--- src/logic/rv_access_pkg.sv ---
`default_nettype none

package rv_access_pkg;

    typedef logic [31:0] word_t;
    typedef logic [31:0] byte_addr_t;
    typedef logic [2:0]  funct3_t;
    typedef logic [3:0]  byte_lanes_t;
    typedef logic [1:0]  byte_offset_t;

    // load/store funct3 codes, stores use only the signed ones
    localparam funct3_t F3_BYTE   = 3'd0;
    localparam funct3_t F3_HALF   = 3'd1;
    localparam funct3_t F3_WORD   = 3'd2;
    localparam funct3_t F3_BYTE_U = 3'd4;
    localparam funct3_t F3_HALF_U = 3'd5;

    // command as issued by the core
    typedef struct packed {
        logic       is_store;
        funct3_t    funct3;
        byte_addr_t addr;
        word_t      wdata;
    } lsu_cmd_t;

    // decoded access, word address is addr[31:2]
    typedef struct packed {
        logic         fault;
        logic         is_store;
        funct3_t      funct3;
        logic [29:0]  word_addr;
        byte_offset_t offset;
        byte_lanes_t  lanes;
        word_t        wdata;
    } access_req_t;

    typedef struct packed {
        word_t data;
        logic  fault;
    } lsu_rsp_t;

endpackage

`default_nettype wire
--- src/logic/dmem_bus_pkg.sv ---
`default_nettype none

package dmem_bus_pkg;

    typedef logic [29:0] word_addr_t;

    // top address nibble
    typedef logic [3:0] region_t;

    // data memory is mirrored at nibbles 1 and 3
    localparam region_t DMEM_REGION_A = 4'h1;
    localparam region_t DMEM_REGION_B = 4'h3;

    localparam int QUEUE_DEPTH = 4;

    // wishbone classic master outputs
    typedef struct packed {
        logic                       cyc;
        logic                       stb;
        logic                       we;
        word_addr_t                 adr;
        rv_access_pkg::word_t       dat_w;
        rv_access_pkg::byte_lanes_t sel;
    } wb_req_t;

endpackage

`default_nettype wire

--- src/logic/lsu_top.sv ---
`default_nettype none

module lsu_top #(
    parameter int DEPTH = dmem_bus_pkg::QUEUE_DEPTH
) (
    input  logic                    clk,
    input  logic                    rst_n,
    input  rv_access_pkg::lsu_cmd_t cmd,
    input  logic                    cmd_valid,
    output logic                    cmd_ready,
    output rv_access_pkg::lsu_rsp_t rsp,
    output logic                    rsp_valid,
    output dmem_bus_pkg::wb_req_t   wb_req,
    input  rv_access_pkg::word_t    wb_dat_r,
    input  logic                    wb_ack
);
    import rv_access_pkg::*;

    logic        push;
    logic        full;
    logic        pop;
    logic        nonempty;
    access_req_t dec_req;
    access_req_t head;

    access_decoder u_decoder (
        .cmd       (cmd),
        .cmd_valid (cmd_valid),
        .cmd_ready (cmd_ready),
        .push      (push),
        .req       (dec_req),
        .full      (full)
    );

    access_queue #(
        .DEPTH (DEPTH)
    ) u_queue (
        .clk      (clk),
        .rst_n    (rst_n),
        .push     (push),
        .req_in   (dec_req),
        .pop      (pop),
        .head     (head),
        .nonempty (nonempty),
        .full     (full)
    );

    wb_access_master u_master (
        .clk       (clk),
        .rst_n     (rst_n),
        .head      (head),
        .nonempty  (nonempty),
        .pop       (pop),
        .wb_req    (wb_req),
        .wb_dat_r  (wb_dat_r),
        .wb_ack    (wb_ack),
        .rsp       (rsp),
        .rsp_valid (rsp_valid)
    );

endmodule

`default_nettype wire

--- src/logic/wb_access_master.sv ---
`default_nettype none

module wb_access_master (
    input  logic                       clk,
    input  logic                       rst_n,
    input  rv_access_pkg::access_req_t head,
    input  logic                       nonempty,
    output logic                       pop,
    output dmem_bus_pkg::wb_req_t      wb_req,
    input  rv_access_pkg::word_t       wb_dat_r,
    input  logic                       wb_ack,
    output rv_access_pkg::lsu_rsp_t    rsp,
    output logic                       rsp_valid
);
    import rv_access_pkg::*;
    import dmem_bus_pkg::*;

    typedef enum logic [1:0] {
        ST_IDLE,
        ST_BUS,
        ST_RESPOND
    } state_t;

    state_t      state;
    access_req_t cur;
    word_t       ld_result;

    load_align u_load_align (
        .data     (wb_dat_r),
        .funct3   (cur.funct3),
        .offset   (cur.offset),
        .is_store (cur.is_store),
        .result   (ld_result)
    );

    assign pop       = (state == ST_IDLE) && nonempty;
    assign rsp_valid = (state == ST_RESPOND);

    // bus fields come straight from the held access
    assign wb_req.cyc   = (state == ST_BUS);
    assign wb_req.stb   = (state == ST_BUS);
    assign wb_req.we    = cur.is_store;
    assign wb_req.adr   = cur.word_addr;
    assign wb_req.dat_w = cur.wdata;
    assign wb_req.sel   = cur.lanes;

    always_ff @(posedge clk) begin
        if (pop) begin
            cur <= head;
        end
    end

    always_ff @(posedge clk) begin
        if (!rst_n) begin
            state <= ST_IDLE;
        end else begin
            case (state)
                ST_IDLE: begin
                    if (nonempty) begin
                        // a fault skips the bus entirely
                        state <= head.fault ? ST_RESPOND : ST_BUS;
                    end
                end
                ST_BUS: begin
                    if (wb_ack) begin
                        state <= ST_RESPOND;
                    end
                end
                default: begin
                    state <= ST_IDLE;
                end
            endcase
        end
    end

    // response payload, loaded at pop for a fault or at ack
    always_ff @(posedge clk) begin
        if (pop && head.fault) begin
            rsp.data  <= '0;
            rsp.fault <= 1'b1;
        end else if (state == ST_BUS && wb_ack) begin
            rsp.data  <= ld_result;
            rsp.fault <= 1'b0;
        end
    end

    assert property (@(posedge clk) disable iff (!rst_n) wb_req.stb |-> wb_req.cyc)
        else $error("wishbone stb without cyc");

    // classic cycle holds the request until ack is seen
    assert property (@(posedge clk) disable iff (!rst_n)
        (wb_req.cyc && !wb_ack) |=> (wb_req.cyc && $stable(wb_req)))
        else $error("wishbone request changed before ack");

endmodule

`default_nettype wire

--- src/logic/load_align.sv ---
`default_nettype none

module load_align (
    input  rv_access_pkg::word_t        data,
    input  rv_access_pkg::funct3_t      funct3,
    input  rv_access_pkg::byte_offset_t offset,
    input  logic                        is_store,
    output rv_access_pkg::word_t        result
);
    import rv_access_pkg::*;

    word_t shifted;

    // bring the addressed byte or halfword down to bit 0
    assign shifted = data >> {offset, 3'b000};

    always_comb begin
        if (is_store) begin
            result = '0;
        end else begin
            case (funct3)
                F3_BYTE:   result = {{24{shifted[7]}}, shifted[7:0]};
                F3_HALF:   result = {{16{shifted[15]}}, shifted[15:0]};
                F3_BYTE_U: result = {24'd0, shifted[7:0]};
                F3_HALF_U: result = {16'd0, shifted[15:0]};
                default:   result = shifted;
            endcase
        end
    end

endmodule

`default_nettype wire

--- src/logic/access_queue.sv ---
`default_nettype none

module access_queue #(
    parameter int DEPTH = dmem_bus_pkg::QUEUE_DEPTH
) (
    input  logic                       clk,
    input  logic                       rst_n,
    input  logic                       push,
    input  rv_access_pkg::access_req_t req_in,
    input  logic                       pop,
    output rv_access_pkg::access_req_t head,
    output logic                       nonempty,
    output logic                       full
);
    import rv_access_pkg::*;

    localparam int PTR_W = (DEPTH > 1) ? $clog2(DEPTH) : 1;
    localparam int CNT_W = $clog2(DEPTH + 1);

    access_req_t       mem [DEPTH];
    logic [PTR_W-1:0]  wr_ptr;
    logic [PTR_W-1:0]  rd_ptr;
    logic [CNT_W-1:0]  count;

    assign head     = mem[rd_ptr];
    assign nonempty = (count != '0);
    assign full     = (count == CNT_W'(DEPTH));

    always_ff @(posedge clk) begin
        if (push) begin
            mem[wr_ptr] <= req_in;
        end
    end

    // pointers wrap explicitly, depth need not be a power of two
    always_ff @(posedge clk) begin
        if (!rst_n) begin
            wr_ptr <= '0;
            rd_ptr <= '0;
            count  <= '0;
        end else begin
            if (push) begin
                wr_ptr <= (wr_ptr == PTR_W'(DEPTH - 1)) ? '0 : wr_ptr + 1'b1;
            end
            if (pop) begin
                rd_ptr <= (rd_ptr == PTR_W'(DEPTH - 1)) ? '0 : rd_ptr + 1'b1;
            end
            case ({push, pop})
                2'b10:   count <= count + 1'b1;
                2'b01:   count <= count - 1'b1;
                default: count <= count;
            endcase
        end
    end

    // decoder holds off on full, master only pops a nonempty queue
    assert property (@(posedge clk) disable iff (!rst_n) !(push && full))
        else $error("push into full access queue");
    assert property (@(posedge clk) disable iff (!rst_n) !(pop && !nonempty))
        else $error("pop from empty access queue");

endmodule

`default_nettype wire

--- src/logic/access_decoder.sv ---
`default_nettype none

module access_decoder (
    input  rv_access_pkg::lsu_cmd_t    cmd,
    input  logic                       cmd_valid,
    output logic                       cmd_ready,
    output logic                       push,
    output rv_access_pkg::access_req_t req,
    input  logic                       full
);
    import rv_access_pkg::*;
    import dmem_bus_pkg::*;

    region_t      region;
    byte_offset_t offset;
    logic         bad_funct3;
    logic         misaligned;
    logic         unmapped;
    logic         fault;
    byte_lanes_t  lanes;

    assign region = cmd.addr[31:28];
    assign offset = cmd.addr[1:0];

    // faulting commands are still queued so responses stay in order
    assign cmd_ready = !full;
    assign push      = cmd_valid && !full;

    always_comb begin
        bad_funct3 = 1'b0;
        misaligned = 1'b0;
        lanes      = '0;
        case (cmd.funct3)
            F3_BYTE: begin
                lanes = byte_lanes_t'(4'b0001 << offset);
            end
            F3_BYTE_U: begin
                lanes      = byte_lanes_t'(4'b0001 << offset);
                bad_funct3 = cmd.is_store;
            end
            F3_HALF: begin
                lanes      = byte_lanes_t'(4'b0011 << offset);
                misaligned = offset[0];
            end
            F3_HALF_U: begin
                lanes      = byte_lanes_t'(4'b0011 << offset);
                misaligned = offset[0];
                bad_funct3 = cmd.is_store;
            end
            F3_WORD: begin
                lanes      = 4'b1111;
                misaligned = (offset != 2'd0);
            end
            default: begin
                bad_funct3 = 1'b1;
            end
        endcase

        unmapped = (region != DMEM_REGION_A) && (region != DMEM_REGION_B);
        fault    = bad_funct3 || misaligned || unmapped;

        // lanes only mean something for a good access
        if (fault) begin
            lanes = '0;
        end

        if (cmd_valid && !fault) begin
            assert (lanes != '0)
                else $error("decoded access without byte lanes");
        end
    end

    always_comb begin
        req.fault     = fault;
        req.is_store  = cmd.is_store;
        req.funct3    = cmd.funct3;
        req.word_addr = cmd.addr[31:2];
        req.offset    = offset;
        req.lanes     = lanes;
        // move store bytes onto their lanes
        req.wdata     = cmd.wdata << {offset, 3'b000};
    end

endmodule

`default_nettype wire

--- config.mk ---
export PLATFORM = sky130hd
export DESIGN_NAME = lsu_top
export DESIGN_NICKNAME = d
export VERILOG_FILES = /design/src/logic/rv_access_pkg.sv /design/src/logic/dmem_bus_pkg.sv /design/src/logic/lsu_top.sv /design/src/logic/wb_access_master.sv /design/src/logic/load_align.sv /design/src/logic/access_queue.sv /design/src/logic/access_decoder.sv
export SDC_FILE = /design/constraint.sdc
export NUM_CORES = 1
export LEC_CHECK = 0
export BUFFER_PORTS_ARGS = -buffer_cell sky130_fd_sc_hd__buf_2
export CAP_MARGIN = 10
export CORE_UTILIZATION = 52
export CTS_CLUSTER_SIZE = 12
export DETAILED_ROUTE_END_ITERATION = 12
export PLACE_DENSITY = 0.79
export SYNTH_ARGS = -nofsm -noshare
export SYNTH_HDL_FRONTEND = slang
export SYNTH_SLANG_ARGS = --single-unit
--- constraint.sdc ---
create_clock -name clk -period 4.1 [get_ports clk]
set_input_delay 0 -clock clk [delete_from_list [all_inputs] [get_ports clk]]
set_output_delay 0 -clock clk [all_outputs]
set_load 0.05 [all_outputs]
==> results of run 1 <==
[cell type report]
cell class	count	area (um2)	share of cell area
Multi-Input combinational cell	327	3560	0.186
Antenna cell	2	5.00	0.000261
Clock inverter	12	98.8	0.00516
Inverter	7	27.5	0.00144
Clock buffer	55	1120	0.0586
Timing Repair Buffer	308	2010	0.105
Tap cell	396	495	0.0259
Sequential cell	408	11800	0.618
[logic make-up after synthesis]
kind of cell | count (synthesis) | share of synthesized area
flops | 408 | 0.734
mux | 116 | 0.136
fa+ha+maj | 7 | 0.00591
buf+inv | 115 | 0.0452
compound gates | 107 | 0.0444
xor+xnor | 3 | 0.00163
simple gates | 94 | 0.0324
[state kept, by name, indices dropped and copies added, names as in the netlist, named ones only]
signal / flops
u_queue.rd_ptr: 2
u_queue.count: 3
u_master.state: 2
u_queue.mem: 292
u_master.cur: 5
u_queue.wr_ptr: 2
u_master.wb_req: 67
u_master.rsp: 33
[worst register-to-register path, delay by kind of cell (launching register included)]
kind,cells,cell delay (ps)
and+or+nand+nor,3,820
adders and majority gates,2,690
DFF,1,380
buffers and inverters,2,340
xor gates and xnor gates,1,160
AOI/OAI and AO/OA,1,180
[stage by stage]
| step | hold slack [ps] | worst slack, ps | util |
|---|---|---|---|
| global placement | 213 | 1580 | 0.559 |
| floorplan | 98.9 | 281 | - |
| detailed placement | 215 | 1430 | 0.559 |
| CTS | 0.544 | 1410 | 0.627 |
| finish | 29.9 | 1450 | 0.627 |
| global route | 57.1 | 1250 | 0.627 |
[report_power, final]
group	internal, mW	switching (mW)	total [mW]	leakage [nW]
Combinational	1.23	2.78	4.00	2.37
Clock	1.97	1.45	3.42	0.591
Sequential	5.52	0.326	5.85	3.73
Total	8.72	4.55	13.3	6.69
[metal layers]
layer  up-vias  track usage
met5         -            0
met1      4242        0.253
met4         0       0.0623
met3        58       0.0394
li1       3818            -
met2       345        0.367
[final timing paths]
path	from	to	slack, ps	cells past startpoint
worst max-delay path	u_queue.count[0]	u_queue.count[2]	1450	9
worst min-delay path	cmd[8]	u_queue.mem[0][8]	30	3
worst max register to register	u_queue.count[0]	u_queue.count[2]	1450	9
worst min register to register	u_master.rsp[0]	u_master.rsp[0]	450	1
[cells in the final DEF (no fill, tap or decap), types with 2 or more instances in the layout]
cell type	Yosys	layout
edfxtp_1	364	364
buf_2	14	207
dlygate4sd3_1	0	86
mux4_2	81	81
clkbuf_16	0	43
dfxtp_1	44	42
a21oi_1	38	38
mux2i_1	26	26
a22oi_1	23	23
nor2_1	22	22
nand2_1	19	19
o2bb2ai_1	15	15
buf_4	70	15
nor2b_1	13	13
clkbuf_1	15	12
and2_1	11	11
o21ai_0	11	11
a211oi_1	10	10
mux2_2	9	9
clkinv_1	0	7
inv_1	7	6
ha_1	6	6
or3_1	5	5
and3_4	0	4
a21boi_0	4	4
nor3_1	3	3
nand2b_1	3	3
clkinv_2	0	3
diode_2	0	2
or3b_2	2	2
nor4_1	2	2
xor2_1	2	2
nand3b_1	2	2
or2_2	2	2
dfxtp_4	0	2
clkinv_8	0	2
==> metrics.cfg, run 1 <==
[synth]
synth_area_leaders=edfxtp_1 68%, mux4_2 11%, dfxtp_1 5.5%
yosysUniqueCellTypes=45
yosysTopAreaCell=edfxtp_1
synthArstFlopShare=0
synth-seq-cells=408
avgSynthCellArea_um2=18.9
ys.flop_type=edfxtp_1
synthesis.area_mm2=0.0161
syn_nets=961
synth-edff-count=364
synthTopCellsByCount=364 x edfxtp_1, 81 x mux4_2, 70 x buf_4, 44 x dfxtp_1, 38 x a21oi_1
ys_warn_count=0
syn_inst=850
synth_seq_area_share=0.734
yosysTopAreaCellShare=0.680
synth.most_common_cell=edfxtp_1

[clock_network]
htreeDepth=2
clk_pin_slew_ps=60
cts_resized=0
cts_max_path_buffers=3
post-cts-setup-buffers=0
ctsRootBufferMaster=clkbuf_16
clock_sinks=408
cts_tree=yes
numCtsBuffers=42
insertion_delay_ps=530
ctsHoldBuffers=86

[timing]
maxSlewViolCount=0
tightestPinTransition_ps=1060
slew_headroom=0.295
fin_crit_sh=0.647
finalHoldViolCount=0
fin_tns_setup_ps=0
period_minus_slack_ps=2650
max_freq_mhz=377
rsz0062_at_grt=false
setup_violations=0
finClkSkew_ps=20.8

[layout]
fillCellCount=2093
drive_gt1_frac=0.338
final_nets=1205
finalNonFillerCells=1515
synthToLayoutAreaGrowth_pct=19.0
fin_area_mm2=0.0191

[power_and_ir_drop]
finalPower_mw=13.3
power.leakage_nw=6.69
max-vdd-ir-drop_mv=0.432
power.density_mw_per_mm2=694

[place]
dpl_cell_area_mm2=0.0171
dp_cells=1360
hpwlAfterDp_um=19300
io_buffers=207
globalplace.congestion=0.889

[drt]
wl_met2_um=17000
drt-initial-drc-count=485
finalWirelength_um=32400
drcViolationCount=0
met3WireLength_um=2160
ant_nets=0
drt-met1-wl_um=12500
dr.pass1.iters=5
num_vias=8463
wl_per_cell_um=21.4
avgViaCountPerCell=5.59
dr.max_layer_used=met4

[floorplan]
core_mm2=0.0305
start_util=0.527
die_h_um=178
row_count=64
die_w_um=178
pin_count=208
dieArea_mm2=0.0316

[global_route]
grt_pass1_vias=8659
grt_first_pass_wirelength_um=48400
gr-total-overflow=0
antenna_found_initial=2
grt_usage=0.206
grt_max_degree=73

[critical_path]
arrival_ps=3100
worst_setup_path_start_kind=flop
worstPathRequired_ps=4550
cp_slowest_stage_delay_ps=440
cpMostUsedCell=or3_1
cp_max_fo=16
path_cells=nor3_1, or3_1, clkinv_2, ha_1, inv_1, fa_1, xor2_1, or3_1, a21boi_0
cp_num_buf_inv=2
cpMaxStageDelayCell=fa_1
cp_top_family=simple AND/OR/NAND/NOR gates
crit_type=reg -> reg
critPathCaptureType=flop

[run]
cap_violations=0

[status]
outcome=complete, no violations

[worst_hold_path]
hp-class=in -> reg

(Power assumes the default switching activity.)
==> run 2, diff against run 1 <==
- ABC_AREA: not set -> 1
- clock period: 4.1 -> 2.2 ns (I/O delays scaled with it)
==> run 2 against run 1 <==
  * Non-clock buffer count increased by 15
  * Clock power increased by 87%
  * Highest routed layer unchanged
  * Final area increased by 2.6%
  * First-iteration DRC count increased by 97%
  * Critical path depth increased by 1
  * Largest cell class unchanged
  * Core utilization increased by 0.78 points
  * Sequential cell count unchanged
  * Combinational power increased to 2.5 times the previous value
==> metrics.cfg, run 2 <==
[status]
outcome=complete, no violations  ; unchanged

[place]
dp_cells=1825  ; was 1,360
io_buffers=207  ; unchanged
globalplace.congestion=0.899  ; was 0.889
post-place-ws_ps=163  ; was 1430 ps
hpwlAfterDp_um=20900  ; was 19,300 um

[synth]
synthTopCellsByCount=364 x edfxtp_1, 193 x nor2_1, 186 x o21ai_0, 147 x nand2_1, 73 x o22ai_1  ; was 364 x edfxtp_1, 81 x mux4_2, 70 x buf_4, 44 x dfxtp_1, 38 x a21oi_1
synth-edff-count=364  ; unchanged
ys.flop_type=edfxtp_1  ; unchanged
yosysTopAreaCell=edfxtp_1  ; unchanged
yosysTopAreaCellShare=0.662  ; was 0.680
synth.most_common_cell=edfxtp_1  ; unchanged
yosysUniqueCellTypes=37  ; was 45
synth_area_leaders=edfxtp_1 66%, o21ai_0 5.6%, dfxtp_1 5.3%  ; was edfxtp_1 68%, mux4_2 11%, dfxtp_1 5.5%
synthesis.area_mm2=0.0165  ; was 0.0161 mm2
synthArstFlopShare=0  ; unchanged
avgSynthCellArea_um2=12.3  ; was 18.9 um2
syn_nets=1454  ; was 961
synth_seq_area_share=0.715  ; was 0.734
syn_inst=1343  ; was 850
ys_warn_count=0  ; unchanged
synth-seq-cells=408  ; unchanged

[floorplan]
die_w_um=180  ; was 178 um
dieArea_mm2=0.0325  ; was 0.0316 mm2
row_count=64  ; unchanged
die_h_um=180  ; was 178 um
core_mm2=0.0309  ; was 0.0305 mm2
start_util=0.534  ; was 0.527
pin_count=208  ; unchanged

[power_and_ir_drop]
finalPower_mw=27.7  ; was 13.3 mW
power.density_mw_per_mm2=1410  ; was 694 mW/mm2
max-vdd-ir-drop_mv=1.09  ; was 0.432 mV
power.leakage_nw=7.23  ; was 6.69 nW

[drt]
finalWirelength_um=37400  ; was 32,400 um
wl_per_cell_um=18.9  ; was 21.4 um
ant_nets=0  ; unchanged
avgViaCountPerCell=5.65  ; was 5.59
dr.pass1.iters=5  ; unchanged
num_vias=11200  ; was 8,463
drt-initial-drc-count=957  ; was 485
drcViolationCount=0  ; unchanged

[timing]
period_minus_slack_ps=2050  ; was 2650 ps
worst_slack_ps=150  ; was 1450 ps
slew_headroom=0.488  ; was 0.295
setup_violations=0  ; unchanged
max_freq_mhz=488  ; was 377 MHz
fin_crit_sh=0.932  ; was 0.647
finalHoldViolCount=0  ; unchanged
maxSlewViolCount=0  ; unchanged
finClkSkew_ps=29.3  ; was 20.8 ps
tightestPinTransition_ps=765  ; was 1060 ps
rsz0062_at_grt=false  ; unchanged

[critical_path]
arrival_ps=2460  ; was 3100 ps
critPathCaptureType=flop  ; unchanged
cp_max_fo=4  ; was 16
r2r_cells=10  ; was 9
cp_slowest_stage_delay_ps=430  ; was 440 ps
crit_type=reg -> reg  ; unchanged
path_cells=nor2_1, nand2_2, clkinvlp_4, ha_4, inv_2, fa_1, a21oi_1, o21ai_0, o21ai_0, a21oi_1  ; was nor3_1, or3_1, clkinv_2, ha_1, inv_1, fa_1, xor2_1, or3_1, a21boi_0
cpMaxStageDelayCell=fa_1  ; unchanged
worstPathRequired_ps=2610  ; was 4550 ps
worst_setup_path_start_kind=flop  ; unchanged

[layout]
finalNonFillerCells=1984  ; was 1,515
final_core_util=0.635  ; was 0.627
largest_reg_flops=292  ; unchanged
fillCellCount=2245  ; was 2,093
final_common_cell=edfxtp_1  ; unchanged
regMostFlops=u_queue.mem  ; unchanged
layout_common_cells=364 x edfxtp_1, 207 x buf_2, 189 x nor2_1  ; was 364 x edfxtp_1, 207 x buf_2, 86 x dlygate4sd3_1
drive_gt1_frac=0.207  ; was 0.338
final_nets=1676  ; was 1,205
synthToLayoutAreaGrowth_pct=18.9  ; was 19.0%

[global_route]
grt_pass1_vias=11000  ; was 8,659
grt_usage=0.227  ; was 0.206
antenna_found_initial=2  ; unchanged
grt_max_degree=99  ; was 73
grt_first_pass_wirelength_um=57500  ; was 48,400 um
gr-total-overflow=0  ; unchanged

[clock_network]
cts_max_path_buffers=3  ; unchanged
numCtsBuffers=42  ; unchanged
ctsHoldBuffers=92  ; was 86
insertion_delay_ps=550  ; was 530 ps
ctsRootBufferMaster=clkbuf_16  ; unchanged
cts_resized=0  ; unchanged
cts_tree=yes  ; unchanged
post-cts-setup-buffers=0  ; unchanged
htreeDepth=2  ; unchanged
clock_sinks=408  ; unchanged
clk_pin_slew_ps=60  ; about the same

[worst_hold_path]
hold_depth=5  ; was 3
hp-class=in -> reg  ; unchanged

[run]
cap_violations=0  ; unchanged

==> run 2: path summary, 6_finish.rpt <==
path,startpoint,endpoint,slack [ps]
worst min register to register,u_master.rsp[13],u_master.rsp[13],460
worst max register to register,u_master.state[1],u_queue.count[2],150
worst min-delay path,wb_dat_r[7],u_master.rsp[8],2
worst max-delay path,u_master.state[1],u_queue.count[2],150
==> run 2: logic make-up after synthesis <==
group	synth area share
AO/OA/AOI/OAI	0.121
flip-flops	0.715
AND/OR/NAND/NOR	0.0916
adder cells (fa/ha/maj)	0.00576
buffers and inverters	0.0667
==> run 2: per-layer routing <==
layer | global-route usage | wire length, um | vias up
met3 | 0.0418 | 3080 | 86
met1 | 0.292 | 15000 | 5402
met5 | 0 | 0 | -
li1 | - | - | 5184
met2 | 0.381 | 18200 | 541
met4 | 0.0964 | 1130 | 0
==> run 2: stage by stage <==
stage,TNS [ps],hold WS [ps],area (um2)
after CTS,0,2.21,19600
after global routing,0,4.70,19600
final,0,2.06,19600
after global placement,0,214,17500
after detailed placement,0,217,17500
after floorplan,-145750,98.9,16600
==> run 2: critical path: cells and delay by family (launching register included) <==
kind | cells | cell delay [ps]
compound gates | 4 | 590
fa+ha+maj | 2 | 560
flops | 1 | 320
simple gates | 2 | 290
buf+inv | 2 | 170
==> run 2: where the power goes <==
| group | switching [mW] | internal [mW] |
|---|---|---|
| Combinational | 7.65 | 2.48 |
| Clock | 2.77 | 3.63 |
| Sequential | 0.631 | 10.6 |
==> run 2: area by class of cell <==
cell class / instances / area [um2] / area share
flip-flops and latches: 408 / 11800 / 0.602
multi-input cells: 739 / 3650 / 0.186
repair buffers: 323 / 2240 / 0.114
clock buffers: 53 / 1090 / 0.0556
well taps: 396 / 495 / 0.0252
inverters: 51 / 205 / 0.0105
clock inverters: 12 / 125 / 0.00637
diodes: 2 / 5.00 / 0.000255
